File: src/rvDecodePkg.sv
`default_nettype none

package rvDecodePkg;

    // major opcodes
    localparam logic [6:0] OPC_LOAD     = 7'b0000011;
    localparam logic [6:0] OPC_STORE    = 7'b0100011;
    localparam logic [6:0] OPC_OP       = 7'b0110011;
    localparam logic [6:0] OPC_OP_IMM   = 7'b0010011;
    localparam logic [6:0] OPC_BRANCH   = 7'b1100011;
    localparam logic [6:0] OPC_JAL      = 7'b1101111;
    localparam logic [6:0] OPC_JALR     = 7'b1100111;
    localparam logic [6:0] OPC_LUI      = 7'b0110111;
    localparam logic [6:0] OPC_AUIPC    = 7'b0010111;
    localparam logic [6:0] OPC_MISC_MEM = 7'b0001111;
    localparam logic [6:0] OPC_SYSTEM   = 7'b1110011;

    localparam int FETCH_DEPTH_DEF = 4;
    localparam int OUT_DEPTH_DEF   = 4;
    localparam int FENCE_STALL_DEF = 8;
    localparam int DEC_SLOTS       = 1;  // decode register is a single slot

    typedef struct packed {
        logic [31:0] match;
        logic [31:0] mask;
    } encPair_t;

    localparam logic [31:0] MASK_R      = 32'hFE00707F;  // funct7, funct3 and opcode
    localparam logic [31:0] MASK_I      = 32'h0000707F;
    localparam logic [31:0] MASK_U      = 32'h0000007F;
    localparam logic [31:0] MASK_ALL    = 32'hFFFFFFFF;
    localparam logic [31:0] MASK_SFENCE = 32'hFE007FFF;

    localparam encPair_t ENC_FENCE      = '{32'h0000000F, MASK_I};
    localparam encPair_t ENC_FENCE_I    = '{32'h0000100F, MASK_I};
    localparam encPair_t ENC_SFENCE_VMA = '{32'h12000073, MASK_SFENCE};

    localparam int NUM_LEGAL = 50;
    localparam encPair_t LEGAL_ENC [NUM_LEGAL] = '{
        // add sub sll slt sltu xor srl sra or and
        '{32'h00000033, MASK_R}, '{32'h40000033, MASK_R}, '{32'h00001033, MASK_R},
        '{32'h00002033, MASK_R}, '{32'h00003033, MASK_R}, '{32'h00004033, MASK_R},
        '{32'h00005033, MASK_R}, '{32'h40005033, MASK_R}, '{32'h00006033, MASK_R},
        '{32'h00007033, MASK_R},
        // op-imm then the immediate shifts
        '{32'h00000013, MASK_I}, '{32'h00002013, MASK_I}, '{32'h00003013, MASK_I},
        '{32'h00004013, MASK_I}, '{32'h00006013, MASK_I}, '{32'h00007013, MASK_I},
        '{32'h00001013, MASK_R}, '{32'h00005013, MASK_R}, '{32'h40005013, MASK_R},
        // loads and stores
        '{32'h00000003, MASK_I}, '{32'h00001003, MASK_I}, '{32'h00002003, MASK_I},
        '{32'h00004003, MASK_I}, '{32'h00005003, MASK_I},
        '{32'h00000023, MASK_I}, '{32'h00001023, MASK_I}, '{32'h00002023, MASK_I},
        // branches
        '{32'h00000063, MASK_I}, '{32'h00001063, MASK_I}, '{32'h00004063, MASK_I},
        '{32'h00005063, MASK_I}, '{32'h00006063, MASK_I}, '{32'h00007063, MASK_I},
        '{32'h0000006F, MASK_U}, '{32'h00000067, MASK_I},  // jal jalr
        '{32'h00000037, MASK_U}, '{32'h00000017, MASK_U},  // lui auipc
        // zicsr
        '{32'h00001073, MASK_I}, '{32'h00002073, MASK_I}, '{32'h00003073, MASK_I},
        '{32'h00005073, MASK_I}, '{32'h00006073, MASK_I}, '{32'h00007073, MASK_I},
        // ecall ebreak mret wfi
        '{32'h00000073, MASK_ALL}, '{32'h00100073, MASK_ALL},
        '{32'h30200073, MASK_ALL}, '{32'h10500073, MASK_ALL},
        ENC_FENCE, ENC_FENCE_I, ENC_SFENCE_VMA
    };

    typedef struct packed {
        logic [6:0] funct7;
        logic [4:0] rs2;
        logic [4:0] rs1;
        logic [2:0] funct3;
        logic [4:0] rd;
        logic [6:0] opcode;
    } rView_t;

    typedef struct packed {
        logic [11:0] imm;
        logic [4:0]  rs1;
        logic [2:0]  funct3;
        logic [4:0]  rdImmLo;  // rd, or imm[4:0] on stores
        logic [6:0]  opcode;
    } iView_t;

    typedef union packed {
        rView_t r;
        iView_t i;
    } instWord_u;

    typedef struct packed {
        instWord_u   inst;
        logic [31:0] pc;
    } fetchItem_t;

    typedef struct packed {
        instWord_u   inst;
        logic [31:0] pc;
        logic [4:0]  rs1;
        logic [4:0]  rs2;
        logic [4:0]  rd;
        logic        illegal;
        logic        fence;
        logic        load;
        logic        store;
        logic        csr;
        logic        ecall;
    } decodedItem_t;

    function automatic logic encHit(logic [31:0] word, encPair_t enc);
        return (word & enc.mask) == enc.match;
    endfunction

endpackage

`default_nettype wire

File: src/stageLink.sv
`timescale 1ns/1ps
`default_nettype none

interface stageLink #(
    parameter type payload_t = logic,
    parameter int  DEPTH     = 1   // receiver slots, i.e. initial credits
);
    localparam int CNT_W = $clog2(DEPTH + 1);

    logic             valid;
    payload_t         payload;
    logic             creditReturn;  // one pulse per freed slot
    logic [CNT_W-1:0] credits;       // sender's current count

    modport sender (
        output valid,
        output payload,
        input  creditReturn,
        output credits
    );

    modport receiver (
        input  valid,
        input  payload,
        output creditReturn,
        input  credits
    );

endinterface

`default_nettype wire

File: src/fetchBuffer.sv
`timescale 1ns/1ps
`default_nettype none

module fetchBuffer #(
    parameter int FETCH_DEPTH = rvDecodePkg::FETCH_DEPTH_DEF
) (
    input  logic                    clk,
    input  logic                    rst,
    input  logic                    valid_i,
    input  rvDecodePkg::fetchItem_t item_i,
    output logic                    credit_o,
    stageLink.sender                toDec
);
    import rvDecodePkg::*;

    localparam int AW = (FETCH_DEPTH > 1) ? $clog2(FETCH_DEPTH) : 1;
    localparam int CW = $clog2(FETCH_DEPTH + 1);
    localparam int DW = $clog2(DEC_SLOTS + 1);
    localparam logic [AW-1:0] LAST_PTR = AW'(FETCH_DEPTH - 1);
    localparam logic [CW-1:0] FULL_CNT = CW'(FETCH_DEPTH);
    localparam logic [DW-1:0] DEC_INIT = DW'(DEC_SLOTS);

    fetchItem_t    mem [FETCH_DEPTH];
    logic [AW-1:0] wrPtr;
    logic [AW-1:0] rdPtr;
    logic [CW-1:0] count;
    logic [DW-1:0] decCred;
    logic          pop;

    assign pop = (count != '0) && (decCred != '0);

    assign toDec.valid   = pop;
    assign toDec.payload = mem[rdPtr];
    assign toDec.credits = decCred;
    assign credit_o      = pop;  // slot frees as its entry leaves

    always_ff @(posedge clk) begin
        if (valid_i) begin
            mem[wrPtr] <= item_i;
        end
    end

    always_ff @(posedge clk or posedge rst) begin
        if (rst) begin
            wrPtr   <= '0;
            rdPtr   <= '0;
            count   <= '0;
            decCred <= DEC_INIT;
        end else begin
            if (valid_i) begin
                wrPtr <= (wrPtr == LAST_PTR) ? '0 : wrPtr + 1'b1;
            end
            if (pop) begin
                rdPtr <= (rdPtr == LAST_PTR) ? '0 : rdPtr + 1'b1;
            end
            case ({valid_i, pop})
                2'b10:   count <= count + 1'b1;
                2'b01:   count <= count - 1'b1;
                default: ;
            endcase
            case ({pop, toDec.creditReturn})
                2'b10:   decCred <= decCred - 1'b1;  // spent on decode
                2'b01:   decCred <= decCred + 1'b1;
                default: ;
            endcase
        end
    end

    // fetcher has to wait for fetchCredit_o before refilling
    noWriteWhenFull: assert property (@(posedge clk) disable iff (rst)
        valid_i |-> count != FULL_CNT);

endmodule

`default_nettype wire

File: src/idStage.sv
`timescale 1ns/1ps
`default_nettype none

module idStage #(
    parameter int OUT_DEPTH   = rvDecodePkg::OUT_DEPTH_DEF,
    parameter int FENCE_STALL = rvDecodePkg::FENCE_STALL_DEF
) (
    input  logic       clk,
    input  logic       rst,
    stageLink.receiver fromFetch,
    stageLink.sender   toDisp
);
    import rvDecodePkg::*;

    localparam int CW = $clog2(OUT_DEPTH + 1);
    localparam int SW = $clog2(FENCE_STALL + 2);
    localparam logic [CW-1:0] CRED_FULL  = CW'(OUT_DEPTH);
    localparam logic [SW-1:0] STALL_LOAD = SW'(FENCE_STALL);

    fetchItem_t    holdItem;
    logic          holdValid;
    logic [CW-1:0] dispCred;
    logic [SW-1:0] stallCnt;
    logic          dispDrained;
    logic          send;
    logic          isLegal;
    logic          isFence;
    decodedItem_t  decItem;

    assign dispDrained = (dispCred == CRED_FULL);
    assign send = holdValid && (dispCred != '0) && (stallCnt == '0);

    assign toDisp.valid           = send;
    assign toDisp.payload         = decItem;
    assign toDisp.credits         = dispCred;
    assign fromFetch.creditReturn = send;  // slot is free once the item moves on

    always_ff @(posedge clk) begin
        if (fromFetch.valid) begin
            holdItem <= fromFetch.payload;
        end
    end

    always_ff @(posedge clk or posedge rst) begin
        if (rst) begin
            holdValid <= 1'b0;
            dispCred  <= CRED_FULL;
        end else begin
            if (fromFetch.valid) begin
                holdValid <= 1'b1;
            end else if (send) begin
                holdValid <= 1'b0;
            end
            case ({send, toDisp.creditReturn})
                2'b10:   dispCred <= dispCred - 1'b1;
                2'b01:   dispCred <= dispCred + 1'b1;
                default: ;
            endcase
        end
    end

    // fence hold-off, counts down only once dispatch has drained
    always_ff @(posedge clk or posedge rst) begin
        if (rst) begin
            stallCnt <= '0;
        end else if (send && isFence) begin
            stallCnt <= STALL_LOAD;
        end else if ((stallCnt != '0) && dispDrained) begin
            stallCnt <= stallCnt - 1'b1;
        end
    end

    always_comb begin
        isLegal = 1'b0;
        for (int k = 0; k < NUM_LEGAL; k++) begin
            isLegal |= encHit(holdItem.inst, LEGAL_ENC[k]);
        end
    end

    assign isFence = encHit(holdItem.inst, ENC_FENCE)
                  || encHit(holdItem.inst, ENC_FENCE_I)
                  || encHit(holdItem.inst, ENC_SFENCE_VMA);

    always_comb begin
        decItem         = '0;  // class flags are filled in by dispatch
        decItem.inst    = holdItem.inst;
        decItem.pc      = holdItem.pc;
        decItem.rs1     = holdItem.inst.r.rs1;
        decItem.rd      = holdItem.inst.r.rd;
        decItem.illegal = !isLegal;
        decItem.fence   = isFence;
        if (holdItem.inst.r.opcode == OPC_SYSTEM) begin
            decItem.rs2 = 5'd0;  // csr field, not a register
        end else begin
            decItem.rs2 = holdItem.inst.r.rs2;
        end
    end

    noFetchWhenFull: assert property (@(posedge clk) disable iff (rst)
        fromFetch.valid |-> !holdValid);

    // fetch buffer credits plus our occupancy never exceed the one slot
    fetchCreditsKept: assert property (@(posedge clk) disable iff (rst)
        fromFetch.credits + holdValid <= DEC_SLOTS);

endmodule

`default_nettype wire

File: src/dispatchStage.sv
`timescale 1ns/1ps
`default_nettype none

module dispatchStage #(
    parameter int OUT_DEPTH = rvDecodePkg::OUT_DEPTH_DEF
) (
    input  logic        clk,
    input  logic        rst,
    stageLink.receiver  fromDec,
    output logic        outValid_o,
    output logic [31:0] outInst_o,
    output logic [31:0] outPc_o,
    output logic [4:0]  outRs1_o,
    output logic [4:0]  outRs2_o,
    output logic [4:0]  outRd_o,
    output logic        outIllegal_o,
    output logic        outLoad_o,
    output logic        outStore_o,
    output logic        outCsr_o,
    output logic        outEcall_o,
    input  logic        outCredit_i
);
    import rvDecodePkg::*;

    localparam int AW = (OUT_DEPTH > 1) ? $clog2(OUT_DEPTH) : 1;
    localparam int CW = $clog2(OUT_DEPTH + 1);
    localparam logic [AW-1:0] LAST_PTR  = AW'(OUT_DEPTH - 1);
    localparam logic [CW-1:0] DEPTH_CNT = CW'(OUT_DEPTH);

    decodedItem_t  mem [OUT_DEPTH];
    decodedItem_t  inItem;
    decodedItem_t  outItem;
    instWord_u     word;
    logic [AW-1:0] wrPtr;
    logic [AW-1:0] rdPtr;
    logic [CW-1:0] count;
    logic [CW-1:0] execCred;
    logic          pop;

    assign word = fromDec.payload.inst;
    assign pop  = (count != '0) && (execCred != '0);
    assign fromDec.creditReturn = pop;

    always_comb begin
        inItem       = fromDec.payload;
        inItem.load  = (word.r.opcode == OPC_LOAD)
                    && (word.r.funct3 inside {3'b000, 3'b001, 3'b010, 3'b100, 3'b101});
        inItem.store = (word.r.opcode == OPC_STORE)
                    && (word.r.funct3 inside {3'b000, 3'b001, 3'b010});
        inItem.csr   = (word.i.opcode == OPC_SYSTEM)
                    && (word.i.funct3 != 3'b000) && (word.i.funct3 != 3'b100);
        // ecall is the all-zero system word
        inItem.ecall = (word.i.opcode == OPC_SYSTEM) && (word.i.funct3 == 3'b000)
                    && (word.i.imm == '0) && (word.i.rs1 == '0) && (word.i.rdImmLo == '0);
    end

    always_ff @(posedge clk) begin
        if (fromDec.valid) begin
            mem[wrPtr] <= inItem;
        end
        if (pop) begin
            outItem <= mem[rdPtr];
        end
    end

    always_ff @(posedge clk or posedge rst) begin
        if (rst) begin
            wrPtr      <= '0;
            rdPtr      <= '0;
            count      <= '0;
            execCred   <= DEPTH_CNT;
            outValid_o <= 1'b0;
        end else begin
            outValid_o <= pop;  // one pulse per item
            if (fromDec.valid) begin
                wrPtr <= (wrPtr == LAST_PTR) ? '0 : wrPtr + 1'b1;
            end
            if (pop) begin
                rdPtr <= (rdPtr == LAST_PTR) ? '0 : rdPtr + 1'b1;
            end
            case ({fromDec.valid, pop})
                2'b10:   count <= count + 1'b1;
                2'b01:   count <= count - 1'b1;
                default: ;
            endcase
            case ({pop, outCredit_i})
                2'b10:   execCred <= execCred - 1'b1;
                2'b01:   execCred <= execCred + 1'b1;
                default: ;
            endcase
        end
    end

    assign outInst_o    = outItem.inst;
    assign outPc_o      = outItem.pc;
    assign outRs1_o     = outItem.rs1;
    assign outRs2_o     = outItem.rs2;
    assign outRd_o      = outItem.rd;
    assign outIllegal_o = outItem.illegal;
    assign outLoad_o    = outItem.load;
    assign outStore_o   = outItem.store;
    assign outCsr_o     = outItem.csr;
    assign outEcall_o   = outItem.ecall;

    noDecodeWhenFull: assert property (@(posedge clk) disable iff (rst)
        fromDec.valid |-> count != DEPTH_CNT);

    decodeCreditsKept: assert property (@(posedge clk) disable iff (rst)
        fromDec.credits + count <= OUT_DEPTH);

    // classified on entry, checked at the far end of the queue
    loadStoreExclusive: assert property (@(posedge clk) disable iff (rst)
        outValid_o |-> !(outLoad_o && outStore_o));

endmodule

`default_nettype wire

File: src/decodeFrontEnd.sv
`timescale 1ns/1ps
`default_nettype none

module decodeFrontEnd #(
    parameter int FETCH_DEPTH = rvDecodePkg::FETCH_DEPTH_DEF,
    parameter int OUT_DEPTH   = rvDecodePkg::OUT_DEPTH_DEF,
    parameter int FENCE_STALL = rvDecodePkg::FENCE_STALL_DEF
) (
    input  logic        clk,
    input  logic        rst,
    input  logic        fetchValid_i,
    input  logic [31:0] fetchInst_i,
    input  logic [31:0] fetchPc_i,
    output logic        fetchCredit_o,
    output logic        outValid_o,
    output logic [31:0] outInst_o,
    output logic [31:0] outPc_o,
    output logic [4:0]  outRs1_o,
    output logic [4:0]  outRs2_o,
    output logic [4:0]  outRd_o,
    output logic        outIllegal_o,
    output logic        outLoad_o,
    output logic        outStore_o,
    output logic        outCsr_o,
    output logic        outEcall_o,
    input  logic        outCredit_i
);
    import rvDecodePkg::*;

    fetchItem_t fetchItem;

    assign fetchItem.inst = fetchInst_i;
    assign fetchItem.pc   = fetchPc_i;

    stageLink #(.payload_t(fetchItem_t), .DEPTH(DEC_SLOTS)) decLink ();
    stageLink #(.payload_t(decodedItem_t), .DEPTH(OUT_DEPTH)) dispLink ();

    fetchBuffer #(
        .FETCH_DEPTH (FETCH_DEPTH)
    ) fetchBuf (
        .clk      (clk),
        .rst      (rst),
        .valid_i  (fetchValid_i),
        .item_i   (fetchItem),
        .credit_o (fetchCredit_o),
        .toDec    (decLink.sender)
    );

    idStage #(
        .OUT_DEPTH   (OUT_DEPTH),
        .FENCE_STALL (FENCE_STALL)
    ) idStg (
        .clk       (clk),
        .rst       (rst),
        .fromFetch (decLink.receiver),
        .toDisp    (dispLink.sender)
    );

    dispatchStage #(
        .OUT_DEPTH (OUT_DEPTH)
    ) dispStg (
        .clk          (clk),
        .rst          (rst),
        .fromDec      (dispLink.receiver),
        .outValid_o   (outValid_o),
        .outInst_o    (outInst_o),
        .outPc_o      (outPc_o),
        .outRs1_o     (outRs1_o),
        .outRs2_o     (outRs2_o),
        .outRd_o      (outRd_o),
        .outIllegal_o (outIllegal_o),
        .outLoad_o    (outLoad_o),
        .outStore_o   (outStore_o),
        .outCsr_o     (outCsr_o),
        .outEcall_o   (outEcall_o),
        .outCredit_i  (outCredit_i)
    );

endmodule

`default_nettype wire

File: config.mk
export PLATFORM = sky130hd
export DESIGN_NAME = decodeFrontEnd
export DESIGN_NICKNAME = d
export VERILOG_FILES = /design/src/rvDecodePkg.sv /design/src/stageLink.sv /design/src/fetchBuffer.sv /design/src/idStage.sv /design/src/dispatchStage.sv /design/src/decodeFrontEnd.sv
export SDC_FILE = /design/constraint.sdc
export NUM_CORES = 1
export LEC_CHECK = 0
export ABC_AREA = 1
export BUFFER_PORTS_ARGS = -buffer_cell sky130_fd_sc_hd__buf_2
export CAP_MARGIN = 20
export CORE_MARGIN = 4
export CORE_UTILIZATION = 45
export CTS_BUF_LIST = sky130_fd_sc_hd__clkbuf_8
export CTS_CLUSTER_DIAMETER = 150
export DETAILED_ROUTE_END_ITERATION = 7
export HOLD_SLACK_MARGIN = 0.03
export SLEW_MARGIN = 25
export SYNTH_ARGS = -nofsm -noshare
export SYNTH_HDL_FRONTEND = slang
export SYNTH_HIERARCHICAL = 1
export SYNTH_SLANG_ARGS = --single-unit
export TNS_END_PERCENT = 100
File: constraint.sdc
create_clock -name clk -period 4.2 [get_ports clk]
set_input_delay 0.42 -clock clk [delete_from_list [all_inputs] [get_ports clk]]
set_output_delay 0.42 -clock clk [all_outputs]
set_load 0.02 [all_outputs]
==> run_results.csv <==
group,metric,value,unit
outcome,outcome,"complete, no violations",
worst_setup_path,worst_path_largest_cell_delay,600,ps
timing,max-slew-margin-rel,26.78,%
power,ir_worst_vdd,0.2050,mV
power,leakage,12.14,nW
yosys,syn_area_per_cell,14.23,sq um
clock_tree,postCtsSetupBuffers,0,
cells_and_area,stdcell_area,0.03364,sq mm
clock_tree,clock_latency,700,ps
floorplan,rows,93,
clock_tree,htree_num_levels,3,
grt,grt_pass1_wl,94170,um
power,power,15.13,mW
timing,fin_crit_sh,68.22,%
grt,use_met3,3.679,%
yosys,synth_area,0.02956,sq mm
power,clkPwrFrac,36.1,%
place,gp_congestion,0.7819,
grt,grt_usage,17.26,%
floorplan,die_w,264.3,um
yosys,syn_nets,2165,
timing,fin_hold_ws,238.3,ps
clock_tree,cts_resized,0,
cells_and_area,area_growth_syn_to_layout,13.78,%
timing,fin_crit,2865,ps
power,powerDensity,449.9,mW/mm^2
timing,worstMarginPinSlew,1090,ps
route,drt-total-wl,61270,um
route,antenna_left,0,
timing,clock_skew,34.67,ps
grt,use_met1,23.20,%
timing,setup_ws,1335,ps
cells_and_area,final_common_cell,"edfxtp_1",
timing,setup_tns,0,ps
yosys,syn_inst,2077,
power,pwr-share-comb,4.8,%
floorplan,core,0.06470,sq mm
clock_tree,clk_pin_slew_worst_paths,60,ps
timing,rsz0062_at_grt,"false",
grt,first_global_vias,16610,
floorplan,dieArea,0.06987,sq mm
clock_tree,clock-sinks,767,
timing,setup_violations,0,
route,routedWlPerCell,18.69,um
worst_setup_path,startpoint_type,"flop",
power,switching_share,21.80,%
place,place_area,0.03087,sq mm
worst_hold_path,hold_path.class,"in -> async",
worst_setup_path,cpMaxStageDelayCell,"nor3_2",
grt,top_usage_layer,"met2",
cells_and_area,nets,2418,
place,numPortBuffers,153,
floorplan,ios,154,
cells_and_area,layout-drive-gt1-share,15.20,%
route,drc,0,
power,intPower,11.83,mW
worst_setup_path,arrival,3210,ps
grt,grt_antenna_before_repair,6,
floorplan,die_h,264.3,um
route,routed_via_density,5.086,
timing,slew_viol_final,0,
worst_setup_path,path_cells,"inv_1 -> ha_1 -> nand3_1 -> nor3_2 -> nand2_1 -> inv_4 -> buf_12",
place,placed_cells,2998,
cells_and_area,final_cells,3279,
route,drtPass1Iterations,5,
route,drt_iter0_markers,1294,
clock_tree,cts_tree,"done",
clock_tree,numCtsBuffers,118,
worst_setup_path,end_kind,"flop",
timing,fmax,349.0,MHz
place,preCtsSetupSlack,1344,ps
clock_tree,root_buffer,"clkbuf_8",
timing,hold_viol,0,
route,route.vias.total,16680,
worst_setup_path,cp_max_fo,47,
power,seq_power_share,59.1,%
floorplan,initial_core_util,45.70,%
clock_tree,clockBufferDepth,3,
worst_setup_path,crit_required,4540,ps
grt,use_met2,28.37,%
grt,grt.overflow.total,0,
cells_and_area,fin_util,51.99,%
worst_setup_path,crit_type,"reg -> reg",
grt,grt_max_degree,139,
flow_run,cap_violations,0,
cells_and_area,final_cell_mix,"edfxtp_1 (740), nand2_1 (282), nor2_1 (235)",
place,place_hpwl,35830,um
power,p_sw,3.300,mW
yosys,yosysWarnings,6,
what timing repair did:
| action | 4_1_cts | 5_1_grt |
|---|---|---|
| endpoints found under the hold margin | 285 | 0 |
| hold buffers | 67 | 0 |
| setup endpoints to repair | 0 | 0 |
state kept, by name, summed over array words and instances, names as in the netlist, 2 cells and up:
signal and flops:
dispStg/outRs2_o 5, idStg/toDisp.credits 3, idStg/toDisp.payload 64, dispStg/outRs1_o 5
dispStg/mem 336, fetchBuf/wrPtr 2, dispStg/wrPtr 2, idStg/stallCnt 4
dispStg/outInst_o 32, dispStg/execCred 3, dispStg/outPc_o 32, dispStg/rdPtr 2
fetchBuf/count 3, dispStg/count 3, fetchBuf/mem 256, dispStg/outRd_o 5
fetchBuf/rdPtr 2
path summary, 6_finish.rpt:
path	start	to	slack, ps	cells after the start
worst max-delay path	idStg/stallCnt[0]$_DFFE_PP0P_	dispStg/mem[3][15]$_DFFE_PP_	1330	7
worst min-delay path	rst	idStg/stallCnt[2]$_DFFE_PP0P_	240	3
max in group asynchronous	rst	dispStg/rdPtr[0]$_DFFE_PP0P_	3480	3
worst min register to register	dispStg/count[2]$_DFFE_PP0P_	dispStg/count[2]$_DFFE_PP0P_	480	1
worst max register to register	idStg/stallCnt[0]$_DFFE_PP0P_	dispStg/mem[3][15]$_DFFE_PP_	1330	7
min in group clk	fetchPc_i[22]	fetchBuf/mem[2][22]$_DFFE_PP_	480	2
cell type report:
type                            count  area, sq um
Clock buffer                      121         1665
Multi-Input combinational cell    999         5111
Timing Repair Buffer              244         1679
Sequential cell                   767        22910
Tap cell                          855         1070
Antenna cell                        3        7.507
Fill cell                        5453        31060
Clock inverter                     90        427.9
Inverter                          200        767.0
worst max-delay path: cells and delay by family (launching register included):
kind	cells	cell delay [ps]
adder cells (fa/ha/maj)	1	150
AND/OR/NAND/NOR	3	970
flip-flops	1	380
buffers and inverters	3	980
per-layer routing:
metal / part of all wire [%] / vias to the layer above
met2: 48 / 481
met5: 0.034 / -
met4: 2.1 / 4
met3: 6.0 / 98
li1: - / 7951
met1: 44 / 8143
power by group through the flow:
stage          clock network [mW]  registers (mW)  logic (mW)
6_report                     5.46            8.95       0.721
5_1_grt                      6.03            8.98       0.818
4_1_cts                      5.65            8.95       0.744
3_5_place_dp                    0            9.11       0.685
3_3_place_gp                    0            9.09       0.665
2_1_floorplan                   0            9.10       0.397
No activity file was read; power rests on OpenSTA's default activity.
